<file path="src/verilog/vcp_pkg.sv">
`default_nettype none

package vcp_pkg;

  localparam int VCWIDTH = 32;

  typedef logic [VCWIDTH-1:0] vc_data_t;
  typedef logic [5:0]         vc_addr_t;  // 0-31 ctrl, 32-47 base, 48-55 inc, 56-63 stride
  typedef logic [4:0]         vs_addr_t;
  typedef logic [31:0]        instr_t;

  localparam logic [5:0] COP2_MAJOR = 6'b010010;  // instr[31:26]

  // kept operations, keyed on {instr[25:22], instr[5:0]}
  typedef enum logic [9:0] {
    OP_NOP    = 10'b0000_000000,
    OP_CFC2   = 10'b0001_000000,
    OP_MTC2   = 10'b0010_000000,
    OP_CTC2   = 10'b0011_000000,
    OP_VHALF  = 10'b1000_110001,
    OP_VSATVL = 10'b1000_110100,
    OP_VMSTC  = 10'b1000_111010,
    OP_VMCTS  = 10'b1000_111011,
    OP_VLD    = 10'b1100_000010
  } vcp_op_e;

  // control write data source; WD_SCALAR picks scalar_in or a vs read
  typedef enum logic [1:0] {
    WD_SCALAR  = 2'd0,
    WD_VHALF   = 2'd1,
    WD_VSATVL  = 2'd2,
    WD_BASEINC = 2'd3
  } wdata_sel_e;

  // instruction fields
  localparam int OP_HI_MSB = 25;
  localparam int OP_HI_LSB = 22;
  localparam int OP_LO_MSB = 5;
  localparam int OP_LO_LSB = 0;
  localparam int VCR_MSB   = 15;
  localparam int VCR_LSB   = 10;
  localparam int VSR_MSB   = 15;
  localparam int VSR_LSB   = 11;
  localparam int SRC2_MSB  = 20;
  localparam int SRC2_LSB  = 16;
  localparam int BASE_MSB  = 15;
  localparam int BASE_LSB  = 12;
  localparam int INC_MSB   = 11;
  localparam int INC_LSB   = 9;

  localparam logic [1:0] BASE_PREFIX = 2'b10;   // vc32..47
  localparam logic [2:0] INC_PREFIX  = 3'b110;  // vc48..55

endpackage

`default_nettype wire

</file>
<file path="src/verilog/vcp_stage_if.sv">
`timescale 1ns/1ps
`default_nettype none

// stage-2 write control, produced by decode and used by the banks and writeback
interface vcp_stage_if
  import vcp_pkg::*;
();

  logic       vc_we;             // control write pending in stage 2, not yet stall gated
  vc_addr_t   vc_dest;
  logic       vs_we;             // scalar write commit, already qualified by stall2
  vs_addr_t   vs_dest;
  wdata_sel_e wdata_sel;
  logic       scalar_in_needed;  // ctc2/mtc2 in stage 2
  logic       scalar_out_req;    // cfc2 in stage 2
  logic       stall2;

  modport decode (
    output vc_we, vc_dest, vs_we, vs_dest, wdata_sel,
    output scalar_in_needed, scalar_out_req, stall2
  );

  modport bank (
    input vc_we, vc_dest, vs_we, vs_dest, wdata_sel,
    input scalar_in_needed, scalar_out_req, stall2
  );

endinterface

`default_nettype wire

</file>
<file path="src/verilog/vc_regbank.sv">
`timescale 1ns/1ps
`default_nettype none

module vc_regbank
  import vcp_pkg::*;
(
  input  logic     clk,
  input  logic     resetn,
  input  vc_addr_t rd_vc,
  input  logic     rd_vc_en,
  input  vc_addr_t vld_base,
  input  vc_addr_t vld_inc,
  input  logic     fwd,
  input  vc_data_t wdata,
  output vc_data_t vc_rdata,
  output vc_data_t vl,
  output vc_data_t base_plus_inc,
  vcp_stage_if.bank stage
);

  vc_data_t vl_q;
  vc_data_t ctrl_q   [32];  // entry 0 is vl, kept in vl_q
  vc_data_t base_q   [16];
  vc_data_t inc_q    [8];
  vc_data_t stride_q [8];
  vc_data_t base_rd, inc_rd;
  logic     we, vl_we, ctrl_we, base_we, inc_we, stride_we;

  function automatic vc_data_t read_vc(vc_addr_t a);
    if (a == '0)
      return vl_q;
    else if (!a[5])
      return ctrl_q[a[4:0]];
    else if (!a[4])
      return base_q[a[3:0]];
    else if (!a[3])
      return inc_q[a[2:0]];
    else
      return stride_q[a[2:0]];
  endfunction

  assign we        = stage.vc_we & ~stage.stall2;
  assign vl_we     = we && stage.vc_dest == '0;
  assign ctrl_we   = we && !stage.vc_dest[5] && stage.vc_dest[4:0] != '0;
  assign base_we   = we && stage.vc_dest[5:4] == 2'b10;
  assign inc_we    = we && stage.vc_dest[5:3] == 3'b110;
  assign stride_we = we && stage.vc_dest[5:3] == 3'b111;

  always_ff @(posedge clk)
  begin
    if (!resetn)
    begin
      vl_q <= '0;
      for (int i = 0; i < 32; i++)
        ctrl_q[i] <= '0;
      for (int i = 0; i < 16; i++)
        base_q[i] <= '0;
      for (int i = 0; i < 8; i++)
      begin
        inc_q[i]    <= '0;
        stride_q[i] <= '0;
      end
    end
    else
    begin
      if (vl_we)     vl_q <= wdata;
      if (ctrl_we)   ctrl_q[stage.vc_dest[4:0]] <= wdata;
      if (base_we)   base_q[stage.vc_dest[3:0]] <= wdata;
      if (inc_we)    inc_q[stage.vc_dest[2:0]] <= wdata;
      if (stride_we) stride_q[stage.vc_dest[2:0]] <= wdata;
    end
  end

  // registered reads; a hit on the committing write takes wdata instead
  always_ff @(posedge clk)
  begin
    if (rd_vc_en)
    begin
      vc_rdata <= (fwd && rd_vc == stage.vc_dest) ? wdata : read_vc(rd_vc);
      base_rd  <= (fwd && vld_base == stage.vc_dest) ? wdata : read_vc(vld_base);
      inc_rd   <= (fwd && vld_inc == stage.vc_dest) ? wdata : read_vc(vld_inc);
    end
  end

  assign base_plus_inc = base_rd + inc_rd;  // vld base update
  assign vl            = vl_q;              // read live in stage 2 by vhalf/vsatvl

  a_one_array: assert property (@(posedge clk) disable iff (!resetn)
    $onehot0({vl_we, ctrl_we, base_we, inc_we, stride_we}))
    else $error("more than one control array written");

endmodule

`default_nettype wire

</file>
<file path="src/verilog/vcp_decode.sv">
`timescale 1ns/1ps
`default_nettype none

module vcp_decode
  import vcp_pkg::*;
(
  input  logic      clk,
  input  logic      resetn,
  input  instr_t    instr,
  input  logic      instr_en,
  output logic      instr_wait,
  input  logic      scalar_in_en,
  input  logic      stall3,
  input  logic      vs_busy,
  output vc_addr_t  rd_vc,
  output logic      rd_vc_en,
  output vs_addr_t  rd_vs,
  output logic      rd_vs_en,
  output logic      fwd,
  output vc_addr_t  vld_base,
  output vc_addr_t  vld_inc,
  vcp_stage_if.decode stage
);

  instr_t     ir;
  vcp_op_e    op;
  logic       is_cop2;
  logic       stall1, stall2, squash1;
  logic       haz_vs;
  logic       rd_vc_need, rd_vs_need;
  logic       vc_we_d, vs_we_d, sin_d, sout_d;
  vc_addr_t   vc_dest_d;
  vs_addr_t   vs_dest_d;
  wdata_sel_e wsel_d;
  logic       vc_we_q, vs_we_q, sin_q, sout_q;

  assign is_cop2 = instr[31:26] == COP2_MAJOR;

  // anything that is not cop2 enters as a nop
  always_ff @(posedge clk)
  begin
    if (!resetn)
      ir <= '0;
    else if (!stall1)
      ir <= (instr_en && is_cop2) ? instr : '0;
  end

  assign instr_wait = stall1 & instr_en & is_cop2;

  assign op       = vcp_op_e'({ir[OP_HI_MSB:OP_HI_LSB], ir[OP_LO_MSB:OP_LO_LSB]});
  assign rd_vc    = ir[VCR_MSB:VCR_LSB];
  assign rd_vs    = ir[SRC2_MSB:SRC2_LSB];
  assign vld_base = {BASE_PREFIX, ir[BASE_MSB:BASE_LSB]};
  assign vld_inc  = {INC_PREFIX, ir[INC_MSB:INC_LSB]};

  always_comb
  begin
    rd_vc_need = 1'b0;
    rd_vs_need = 1'b0;
    vc_we_d    = 1'b0;
    vs_we_d    = 1'b0;
    sin_d      = 1'b0;
    sout_d     = 1'b0;
    vc_dest_d  = ir[VCR_MSB:VCR_LSB];
    vs_dest_d  = ir[VSR_MSB:VSR_LSB];
    wsel_d     = WD_SCALAR;
    case (op)
      OP_CTC2:
      begin
        vc_we_d = 1'b1;
        sin_d   = 1'b1;
      end
      OP_MTC2:
      begin
        vs_we_d = 1'b1;
        sin_d   = 1'b1;
      end
      OP_CFC2:
      begin
        rd_vc_need = 1'b1;
        sout_d     = 1'b1;
      end
      OP_VMSTC:
      begin
        rd_vs_need = 1'b1;
        vc_we_d    = 1'b1;
      end
      OP_VMCTS:
      begin
        rd_vc_need = 1'b1;
        vs_we_d    = 1'b1;
        vs_dest_d  = ir[SRC2_MSB:SRC2_LSB];
      end
      OP_VHALF:
      begin
        vc_we_d   = 1'b1;
        vc_dest_d = '0;  // vl
        wsel_d    = WD_VHALF;
      end
      OP_VSATVL:
      begin
        vc_we_d   = 1'b1;
        vc_dest_d = '0;
        wsel_d    = WD_VSATVL;
      end
      OP_VLD:
      begin
        rd_vc_need = 1'b1;  // base and inc
        vc_we_d    = 1'b1;
        vc_dest_d  = vld_base;
        wsel_d     = WD_BASEINC;
      end
      default:
      begin
      end
    endcase
  end

  // coarse check on the scalar bank, register numbers are not compared
  assign haz_vs  = rd_vs_need & vs_busy;
  assign stall2  = stall3 | (sin_q & ~scalar_in_en);
  assign stall1  = stall2 | haz_vs;
  assign squash1 = stall1 & ~stall2;  // bubble into stage 2

  assign rd_vc_en = rd_vc_need & ~stall1;
  assign rd_vs_en = rd_vs_need & ~stall1;

  // stage 1 reads what stage 2 writes at the same edge
  assign fwd = rd_vc_need & vc_we_q &
               ((rd_vc == stage.vc_dest) || (vld_base == stage.vc_dest) ||
                (vld_inc == stage.vc_dest));

  always_ff @(posedge clk)
  begin
    if (!resetn || squash1)
    begin
      vc_we_q <= 1'b0;
      vs_we_q <= 1'b0;
      sin_q   <= 1'b0;
      sout_q  <= 1'b0;
    end
    else if (!stall1)
    begin
      vc_we_q <= vc_we_d;
      vs_we_q <= vs_we_d;
      sin_q   <= sin_d;
      sout_q  <= sout_d;
    end
  end

  always_ff @(posedge clk)
  begin
    if (!stall1)
    begin
      stage.vc_dest   <= vc_dest_d;
      stage.vs_dest   <= vs_dest_d;
      stage.wdata_sel <= wsel_d;
    end
  end

  assign stage.vc_we            = vc_we_q;
  assign stage.vs_we            = vs_we_q & ~stall2;
  assign stage.scalar_in_needed = sin_q;
  assign stage.scalar_out_req   = sout_q;
  assign stage.stall2           = stall2;

  a_wait_needs_en: assert property (@(posedge clk) disable iff (!resetn)
    !instr_en |-> !instr_wait)
    else $error("instr_wait raised without instr_en");

endmodule

`default_nettype wire

</file>
<file path="src/verilog/vcp_top.sv">
`timescale 1ns/1ps
`default_nettype none

module vcp_top
  import vcp_pkg::*;
#(
  parameter int MVL = 64
)
(
  input  logic     clk,
  input  logic     resetn,
  input  instr_t   instr,
  input  logic     instr_en,
  output logic     instr_wait,
  input  vc_data_t scalar_in,
  input  logic     scalar_in_en,
  output logic     scalar_in_wait,
  output vc_data_t scalar_out,
  output logic     scalar_out_en,
  input  logic     scalar_out_wait
);

  vc_addr_t rd_vc, vld_base, vld_inc;
  vs_addr_t rd_vs;
  logic     rd_vc_en, rd_vs_en, fwd, stall3;
  vc_data_t vc_rdata, vl, base_plus_inc, vs_rdata;
  vc_data_t wdata, vs_wdata;

  vcp_stage_if stage_i ();

  vcp_decode decode_i (
    .clk          (clk),
    .resetn       (resetn),
    .instr        (instr),
    .instr_en     (instr_en),
    .instr_wait   (instr_wait),
    .scalar_in_en (scalar_in_en),
    .stall3       (stall3),
    .vs_busy      (stage_i.vs_we),  // scalar write committing this cycle
    .rd_vc        (rd_vc),
    .rd_vc_en     (rd_vc_en),
    .rd_vs        (rd_vs),
    .rd_vs_en     (rd_vs_en),
    .fwd          (fwd),
    .vld_base     (vld_base),
    .vld_inc      (vld_inc),
    .stage        (stage_i.decode)
  );

  vc_regbank vc_bank_i (
    .clk           (clk),
    .resetn        (resetn),
    .rd_vc         (rd_vc),
    .rd_vc_en      (rd_vc_en),
    .vld_base      (vld_base),
    .vld_inc       (vld_inc),
    .fwd           (fwd),
    .wdata         (wdata),
    .vc_rdata      (vc_rdata),
    .vl            (vl),
    .base_plus_inc (base_plus_inc),
    .stage         (stage_i.bank)
  );

  vs_regbank vs_bank_i (
    .clk      (clk),
    .resetn   (resetn),
    .rd_vs    (rd_vs),
    .rd_vs_en (rd_vs_en),
    .vs_we    (stage_i.vs_we),
    .vs_dest  (stage_i.vs_dest),
    .vs_wdata (vs_wdata),
    .vs_rdata (vs_rdata)
  );

  vcp_writeback #(.MVL(MVL)) writeback_i (
    .clk             (clk),
    .resetn          (resetn),
    .vc_rdata        (vc_rdata),
    .vl              (vl),
    .base_plus_inc   (base_plus_inc),
    .vs_rdata        (vs_rdata),
    .scalar_in       (scalar_in),
    .scalar_in_en    (scalar_in_en),
    .scalar_in_wait  (scalar_in_wait),
    .scalar_out_wait (scalar_out_wait),
    .wdata           (wdata),
    .vs_wdata        (vs_wdata),
    .stall3          (stall3),
    .scalar_out      (scalar_out),
    .scalar_out_en   (scalar_out_en),
    .stage           (stage_i.bank)
  );

endmodule

`default_nettype wire

</file>
<file path="src/verilog/vcp_writeback.sv">
`timescale 1ns/1ps
`default_nettype none

module vcp_writeback
  import vcp_pkg::*;
#(
  parameter int MVL = 64
)
(
  input  logic     clk,
  input  logic     resetn,
  input  vc_data_t vc_rdata,
  input  vc_data_t vl,
  input  vc_data_t base_plus_inc,
  input  vc_data_t vs_rdata,
  input  vc_data_t scalar_in,
  input  logic     scalar_in_en,
  output logic     scalar_in_wait,
  input  logic     scalar_out_wait,
  output vc_data_t wdata,
  output vc_data_t vs_wdata,
  output logic     stall3,
  output vc_data_t scalar_out,
  output logic     scalar_out_en,
  vcp_stage_if.bank stage
);

  localparam vc_data_t MVL_V = vc_data_t'(MVL);

  logic     s3_valid;  // cfc2 in stage 3
  logic     s3_sent;   // its result already taken by the cpu
  vc_data_t out_q;

  // stage 2 control write data
  always_comb
  begin
    case (stage.wdata_sel)
      WD_SCALAR:  wdata = stage.scalar_in_needed ? scalar_in : vs_rdata;
      WD_VHALF:   wdata = vl >> 1;
      WD_VSATVL:  wdata = (vl > MVL_V) ? MVL_V : vl;
      WD_BASEINC: wdata = base_plus_inc;
      default:    wdata = scalar_in;
    endcase
  end

  assign vs_wdata = stage.scalar_in_needed ? scalar_in : vc_rdata;  // mtc2 / vmcts

  // scalar_in is only taken by a ctc2/mtc2 that can leave stage 2
  assign scalar_in_wait = scalar_in_en & ~(stage.scalar_in_needed & ~stage.stall2);

  // stage 3
  always_ff @(posedge clk)
  begin
    if (!resetn)
    begin
      s3_valid <= 1'b0;
      s3_sent  <= 1'b0;
    end
    else if (!stage.stall2)
    begin
      s3_valid <= stage.scalar_out_req;
      s3_sent  <= 1'b0;
    end
    else if (scalar_out_en && !scalar_out_wait)
      s3_sent <= 1'b1;  // held in stage 3 but must not be sent twice
  end

  always_ff @(posedge clk)
  begin
    if (!stage.stall2 && stage.scalar_out_req)
      out_q <= vc_rdata;
  end

  assign scalar_out_en = s3_valid & ~s3_sent;
  assign scalar_out    = out_q;
  assign stall3        = scalar_out_en & scalar_out_wait;

  a_out_hold: assert property (@(posedge clk) disable iff (!resetn)
    scalar_out_en && scalar_out_wait |=> scalar_out_en && $stable(scalar_out))
    else $error("scalar_out changed while waiting");

endmodule

`default_nettype wire

</file>
<file path="src/verilog/vs_regbank.sv">
`timescale 1ns/1ps
`default_nettype none

module vs_regbank
  import vcp_pkg::*;
(
  input  logic     clk,
  input  logic     resetn,
  input  vs_addr_t rd_vs,
  input  logic     rd_vs_en,
  input  logic     vs_we,
  input  vs_addr_t vs_dest,
  input  vc_data_t vs_wdata,
  output vc_data_t vs_rdata
);

  vc_data_t vs_q [32];

  always_ff @(posedge clk)
  begin
    if (!resetn)
    begin
      for (int i = 0; i < 32; i++)
        vs_q[i] <= '0;
    end
    else if (vs_we)
      vs_q[vs_dest] <= vs_wdata;
  end

  always_ff @(posedge clk)
  begin
    if (rd_vs_en)
      vs_rdata <= vs_q[rd_vs];  // old value, write lands at the same edge
  end

  // decode holds stage 1 while a scalar write is committing
  a_no_rw_same: assert property (@(posedge clk) disable iff (!resetn)
    rd_vs_en && vs_we |-> rd_vs != vs_dest)
    else $error("vs read and write to the same register in one cycle");

endmodule

`default_nettype wire
</file>
<file path="config.mk">
export PLATFORM = sky130hd
export DESIGN_NAME = vcp_top
export DESIGN_NICKNAME = d
export VERILOG_FILES = /design/src/verilog/vcp_pkg.sv /design/src/verilog/vcp_stage_if.sv /design/src/verilog/vc_regbank.sv /design/src/verilog/vcp_decode.sv /design/src/verilog/vcp_top.sv /design/src/verilog/vcp_writeback.sv /design/src/verilog/vs_regbank.sv
export SDC_FILE = /design/constraint.sdc
export NUM_CORES = 2
export LEC_CHECK = 0
export CAP_MARGIN = 20
export CORE_MARGIN = 5
export CORE_UTILIZATION = 35
export DETAILED_ROUTE_END_ITERATION = 7
export DONT_BUFFER_PORTS = 1
export HOLD_SLACK_MARGIN = 0.05
export PLACE_DENSITY = 0.46
export SYNTH_ARGS = -nofsm -noshare
export SYNTH_HDL_FRONTEND = slang
export SYNTH_SLANG_ARGS = --single-unit
</file>
<file path="constraint.sdc">
create_clock -name clk -period 14.5 [get_ports clk]
set_clock_uncertainty 0.15 [all_clocks]
set_input_delay 0 -clock clk [delete_from_list [all_inputs] [get_ports clk]]
set_output_delay 0 -clock clk [all_outputs]
set_load 0.03 [all_outputs]
</file>
Word-level counts from Yosys, hierarchy flattened
Memories as Yosys holds them, arrays and structs flattened. A register that Yosys moved wholly into a read port is not among the register bits.
Cells that the tools add are included.
W data, S select, Z words.
{"block": "totals", "n_memories": 5, "inputBits": 69, "output_inout_bits": 35, "regBits": 205, "ramBits": 3072, "elab_cells": 164}
{"block": "classes", "n_eq_ne": 18, "add_sub_neg": 1, "bitwise_logic": 22, "mux": 66, "reduce_logical": 36, "order_cmp": 1}
{"name": "vc_bank_i.ctrl_q", "depth": 32, "width": 32, "rd": 1, "rd_clocked_by_memory_dff": 1, "wr": 32, "line_no": "vc_regbank.sv:22", "text": "vc_data_t ctrl_q [32];"}
{"name": "vs_bank_i.vs_q", "depth": 32, "width": 32, "rd": 1, "rd_clocked_by_memory_dff": 1, "wr": 32, "line_no": "vs_regbank.sv:17", "text": "vc_data_t vs_q [32];"}
{"name": "vc_bank_i.base_q", "depth": 16, "width": 32, "rd": 2, "rd_clocked_by_memory_dff": 2, "wr": 16, "line_no": "vc_regbank.sv:23", "text": "vc_data_t base_q [16];"}
{"name": "vc_bank_i.inc_q", "depth": 8, "width": 32, "rd": 2, "rd_clocked_by_memory_dff": 2, "wr": 8, "line_no": "vc_regbank.sv:24", "text": "vc_data_t inc_q [8];"}
{"name": "vc_bank_i.stride_q", "depth": 8, "width": 32, "rd": 1, "rd_clocked_by_memory_dff": 1, "wr": 8, "line_no": "vc_regbank.sv:25", "text": "vc_data_t stride_q [8];"}
{"cell": "$mux W32", "n": 17}
{"cell": "$reduce_or A32 Y1", "n": 5}
{"cell": "$pmux W32 S4", "n": 1}
{"cell": "$eq A10 B10 Y1 const B", "n": 5}
{"cell": "$add A32 B32 Y32", "n": 1}
{"cell": "$gt A32 B7 Y1 const B", "n": 1}
{"cell": "$mux W1", "n": 27}
{"cell": "$mux W26", "n": 1}
{"cell": "$mux W5", "n": 5}
{"cell": "$logic_not A6 Y1", "n": 4}
{"cell": "$mux W3", "n": 8}
{"cell": "$eq A10 B8 Y1 const B", "n": 2}
{"cell": "$mux W4", "n": 5}
{"cell": "$eq A6 B6 Y1", "n": 3}
{"cell": "$and A1 B1 Y1", "n": 15}
{"cell": "$logic_and A1 B1 Y1", "n": 12}
{"cell": "$pmux W6 S2", "n": 1}
{"cell": "$eq A10 B7 Y1 const B", "n": 1}
{"cell": "$eq A2 B2 Y1 const B", "n": 3}
{"cell": "$eq A3 B3 Y1 const B", "n": 2}
{"cell": "$eq A6 B5 Y1 const B", "n": 1}
{"cell": "$pmux W2 S3", "n": 1}
{"cell": "$reduce_or A2 Y1", "n": 3}
{"cell": "$not A1 Y1", "n": 5}
{"cell": "other kinds (9)", "n": 15}

Longest topological paths before layout
{"block": "logic_depth", "depth_word": 13, "depth_mapped": 14, "depth_no_buf": 12}

Hierarchy
A second synthesis with hierarchy kept.
{"block": "unflattened", "cells_unflattened": 14089, "hier_area_um2": 186920.5}
{"mod": "vc_regbank", "area_per_inst_um2": 134133.6, "seq_area_each_um2": 65022.4, "n_inst": 1, "cells_each": 10052}
{"mod": "vs_regbank", "area_per_inst_um2": 47997.3, "seq_area_each_um2": 31710.4, "n_inst": 1, "cells_each": 3520}
{"mod": "vcp_writeback", "area_per_inst_um2": 2573.7, "seq_area_each_um2": 1001.0, "n_inst": 1, "cells_each": 290}
{"mod": "vcp_decode", "area_per_inst_um2": 2215.9, "seq_area_each_um2": 910.9, "n_inst": 1, "cells_each": 227}

Worst setup path before layout
Ideal clock, no wire load.
{"block": "synth_timing", "path_kind": "register to register", "from": "register decode_i.ir[2]", "to": "register vc_bank_i.base_rd[0], enable pin", "path_slack_ns": 8.308, "t_arrival_ns": 5.490, "n_path_buf": 0, "path_stages_with_launch": 7, "required_ns": 13.798, "period_less_slack_ns": 6.192, "setup_time_ns": 0.552, "cell_sequence": "dfxtp_1 or4_1 nor2_1 nor4b_4 and3b_1 nor3b_2 nor2_1"}
{"block": "synth_between", "elab_chain_len": 6, "word_cells_on_any_way": 11, "cone_classes": "eq/ne: 4; mux: 2; bitwise: 4; reduce/logical: 1"}
{"element": "start: declaration", "line_no": "vcp_decode.sv:25", "text": "instr_t ir;"}
{"element": "start signal: assignment", "line_no": "vcp_decode.sv:45", "text": "ir <= (instr_en && is_cop2) ? instr : '0;"}
{"element": "$eq A10 B10 Y1", "line_no": "vcp_decode.sv:67", "text": "case (op)"}
{"element": "$mux W1", "line_no": "vcp_decode.sv:67"}
{"element": "$and A1 B1 Y1", "line_no": "vcp_decode.sv:120", "text": "assign haz_vs = rd_vs_need & vs_busy;"}
{"element": "$or A1 B1 Y1", "line_no": "vcp_decode.sv:122", "text": "assign stall1 = stall2 | haz_vs;"}
{"element": "$not A1 Y1", "line_no": "vcp_decode.sv:125", "text": "assign rd_vc_en = rd_vc_need & ~stall1;"}
{"element": "$and A1 B1 Y1 *", "line_no": "vcp_decode.sv:125"}
{"element": "named net decode_i.rd_vc_en", "line_no": "vcp_decode.sv:16", "text": "output logic rd_vc_en,"}
{"element": "end signal: assignment", "line_no": "vc_regbank.sv:80", "text": "base_rd <= (fwd && vld_base == stage.vc_dest) ? wdata : read_vc(vld_base);"}
{"element": "end: declaration", "line_no": "vc_regbank.sv:26", "text": "vc_data_t base_rd, inc_rd;"}
Mark *: on every way through the listed nets, which the timed path passes. The rest lies on a longest branch.
A chain may end at the register's enable or synchronous reset.

==> impl_metrics.csv <==
group,metric,value,unit
status,status,"finished clean",
detailed_routing,ant_nets,0,
timing,rsz0062_at_grt,"false",
setup_path,worstSetupPathType,"flop to flop",
placement,routabilityCongestion,0.851,
setup_path,cp_slowest_stage_delay,0.80,ns
cts,cts-root-buf,"clkbuf_16",
floorplanning,dieArea,438000,sq um
timing,fmaxAchievable,171,MHz
pwr,power.internal,0.0163,W
cts,cts_tree,"built",
pwr,seq_power_share,52.1,%
pwr,clkPwrFrac,44.6,%
logic_synthesis,ys_async_sr_fraction,0,%
floorplanning,num_rows,239,
timing,min_period,5.85,ns
detailed_routing,avgViaCountPerCell,5.77,
cts,clockBufferDepth,4,
global_route,grt_usage,24.1,%
timing,hold_viol,0,
cts,path_clk_slew,0.06,ns
pwr,ir_drop,0.104,mV
cts,cts_resized,0,
logic_synthesis,netlist_top_cells_area,"edfxtp_1, mux4_2, nor2_1",
timing,fin_ws,8.65,ns
logic_synthesis,ys_ff_latch,3312,
cts,insertion_delay,0.97,ns
pwr,switching_power,0.00459,W
logic_synthesis,synth_edf_count,3245,
logic_synthesis,synth_common_cells,"edfxtp_1, nor2_1, mux4_2",
setup_path,worst-path-buf-inv,6,
setup_path,critical-path-top-cell-by-count,"buf_4",
logic_synthesis,avgSynthCellArea,15.1,sq um
detailed_routing,drt_iter0_drc,11582,
detailed_routing,first_pass_iters,5,
timing,maxSlewHeadroom,18.7,%
setup_path,required,14.91,ns
pwr,powerDensity,123,nW/um^2
logic_synthesis,yosysWarnings,0,
global_route,antenna_found_initial,40,
detailed_routing,avgRoutedWirePerCell,34.2,um
logic_synthesis,netlist_area,149000,sq um
setup_path,cp_slowest_cell,"nor3b_2",
logic_synthesis,yosysTopAreaCell,"edfxtp_1",
cts,cts.sinks,3312,
job,drv_cap,0,
detailed_routing,vias,90708,
floorplanning,die_y,662,um
pwr,switching_share,22.0,%
detailed_routing,drt-total-wl,537,mm
logic_synthesis,netlist_instances,9860,
timing,fin_hold_ws,0.125,ns
detailed_routing,drc,0,
logic_synthesis,ys.flop_type,"edfxtp_1",
timing,finalMaxSlewViolations,0,
finish,nFillCells,38991,
global_route,grt_pass1_vias,90985,
finish,nNetsFinal,9842,
finish,area_growth,13.9,%
floorplanning,die_x,662,um
global_route,grt_max_degree,143,
pwr,comb_power_share,3.3,%
setup_path,crit_path_end_kind,"flop",
pwr,leakage,56.3,nW
setup_path,crit_family,"buffers and inverters",
timing,worst_pin_slew,1.22,ns
global_route,grt_overflow,0,
placement,post-dp-hpwl,315,mm
placement,dpl_worst_slack,8.67,ns
setup_path,crit_chain,"inv_1 -> o21ai_1 -> dlygate4sd3_1 -> buf_4 -> nor2_1 -> buf_6 -> nand2_1 -> nor3b_2 -> nand2_2 -> buf_4 -> nand2_2 -> buf_4",
floorplanning,core_area,423000,sq um
cts,cts_buffers,371,
logic_synthesis,seq_area_frac_synth,66.4,%
logic_synthesis,ys_types,71,
floorplanning,start_util,35.1,%
hold_path,min-delay-path-class,"input pin to flop",
logic_synthesis,synth.most_common_cell,"edfxtp_1",
placement,port_buffers,0,
logic_synthesis,synth_top_area_share,65.5,%
global_route,grt_pass1_wl,736,mm
timing,fin_crit_sh,40.4,%
floorplanning,io_pins,104,
setup_path,worstPathArrival,6.26,ns
finish,drive_above_1_share,23.9,%
timing,fin_tns_setup,0,ns
setup_path,cp-start-kind,"flop",
setup_path,cp_max_fo,18,
timing,setup_viol,0,
cts,htree_levels,5,
==> power by group through the flow <==
stage | combinational, W | sequential, W | clock, W
after global routing | 0.000709 | 0.0109 | 0.00987
after detailed placement | 0.000655 | 0.0111 | 0
after CTS | 0.000695 | 0.0109 | 0.00949
after floorplan | 0.000337 | 0.0110 | 0
after global placement | 0.000650 | 0.0111 | 0
final | 0.000690 | 0.0109 | 0.00933
==> area by class of cell <==
class,instances,area [sq um],area share (%)
Tap cell,5663,7090,4.18
Clock buffer,467,9770,5.77
Timing Repair Buffer,473,4050,2.39
Clock inverter,214,2060,1.21
Multi-Input combinational cell,5558,47400,28.0
Sequential cell,3312,98800,58.4
Inverter,25,95.1,0.0562
Antenna cell,21,52.6,0.0310
==> cell families (layout without fill, tap and decap cells) <==
family	Yosys count	after routing	synth area share (%)
adders and majority gates	32	32	0.274
muxes	1364	1364	19.1
xor gates and xnor gates	36	36	0.212
DFF	3312	3312	66.4
buffers and inverters	1021	1179	2.63
and+or+nand+nor	3662	3662	9.53
other	1	53	0.00252
AOI/OAI and AO/OA	432	432	1.79
==> metal layers <==
layer | up-vias | GRT usage [%] | share of wire (%)
met2 | 4302 | 38.9 | 47
li1 | 36645 | - | -
met1 | 48921 | 32.8 | 40
met4 | 4 | 8.00 | 3.8
met5 | - | 0 | 0.0054
met3 | 836 | 4.68 | 8.4
==> tightest hold or removal path: cells and delay by family <==
family	cells	cell delay (ns)
buf+inv	1	0.61
mux	1	0.26
compound gates	2	0.23
==> cells in the final DEF, fill, tap and decap left out, types with 24 or more instances in the layout <==
master         synthesis  final
edfxtp_1            3245   3245
nor2_1              3151   3148
mux4_2              1174   1174
clkbuf_16              0    377
buf_4                  0    337
nand2_1              333    183
nand2_2                0    145
a21oi_1              147    133
dlygate4sd3_1          0    116
o21ai_0              109    108
clkbuf_1             755     90
mux2_2                86     86
clkinv_1               1     82
mux2i_1              104     73
clkinv_2               0     73
dfxtp_1               67     53
nand3_1               60     45
conb_1                 1     32
mux2i_4                0     31
ha_1                  31     31
bufinv_16              0     29
a22o_1                29     28
a2111oi_0             26     26
inv_1                 24     24
xnor2_1               24     24
==> path summary, 6_finish.rpt <==
| check | endpoint | startpoint | slack [ns] | cells after the start |
|---|---|---|---|---|
| max reg2reg | vs_bank_i.vs_q[2][16]$_SDFFCE_PN0P_ | decode_i.stage.scalar_in_needed$_SDFFE_PP0N_ | 8.65 | 12 |
| min | vc_bank_i.vc_rdata[0]$_DFFE_PP_ | scalar_in[0] | 0.12 | 4 |
| min reg2reg | decode_i.stage.scalar_out_req$_SDFFE_PP0N_ | decode_i.stage.scalar_out_req$_SDFFE_PP0N_ | 0.30 | 2 |
| max | vs_bank_i.vs_q[2][16]$_SDFFCE_PN0P_ | decode_i.stage.scalar_in_needed$_SDFFE_PP0N_ | 8.65 | 12 |
==> through the flow <==
stage	util (%)	cell area (sq um)	total power (W)	cells
6_report	40.0	169000	0.0209	15733
5_1_grt	40.0	169000	0.0215	15722
4_1_cts	39.9	169000	0.0211	15705
3_5_place_dp	36.9	156000	0.0117	14905
3_3_place_gp	36.8	156000	0.0117	14900
2_1_floorplan	-	149000	0.0114	9891
==> timing repair <==
item,CTS,global route
hold buffers,119,0
buffers inserted,0,0
endpoints found under the hold margin,4703,0
==> flip-flops by register name, summed over array words and instances (netlist names), 6 cells and up, named ones only <==
signal and count:
decode_i.ir 22, decode_i.stage.vc_dest 6, vc_bank_i.base_q 512, vc_bank_i.base_rd 32, vc_bank_i.ctrl_q 1024, vc_bank_i.inc_q 256, vc_bank_i.inc_rd 32, vc_bank_i.stride_q 256
vc_bank_i.vc_rdata 32, vc_bank_i.vl 32, vs_bank_i.vs_q 1024, vs_bank_i.vs_rdata 32, writeback_i.scalar_out 32
(Power assumes the default switching activity.)
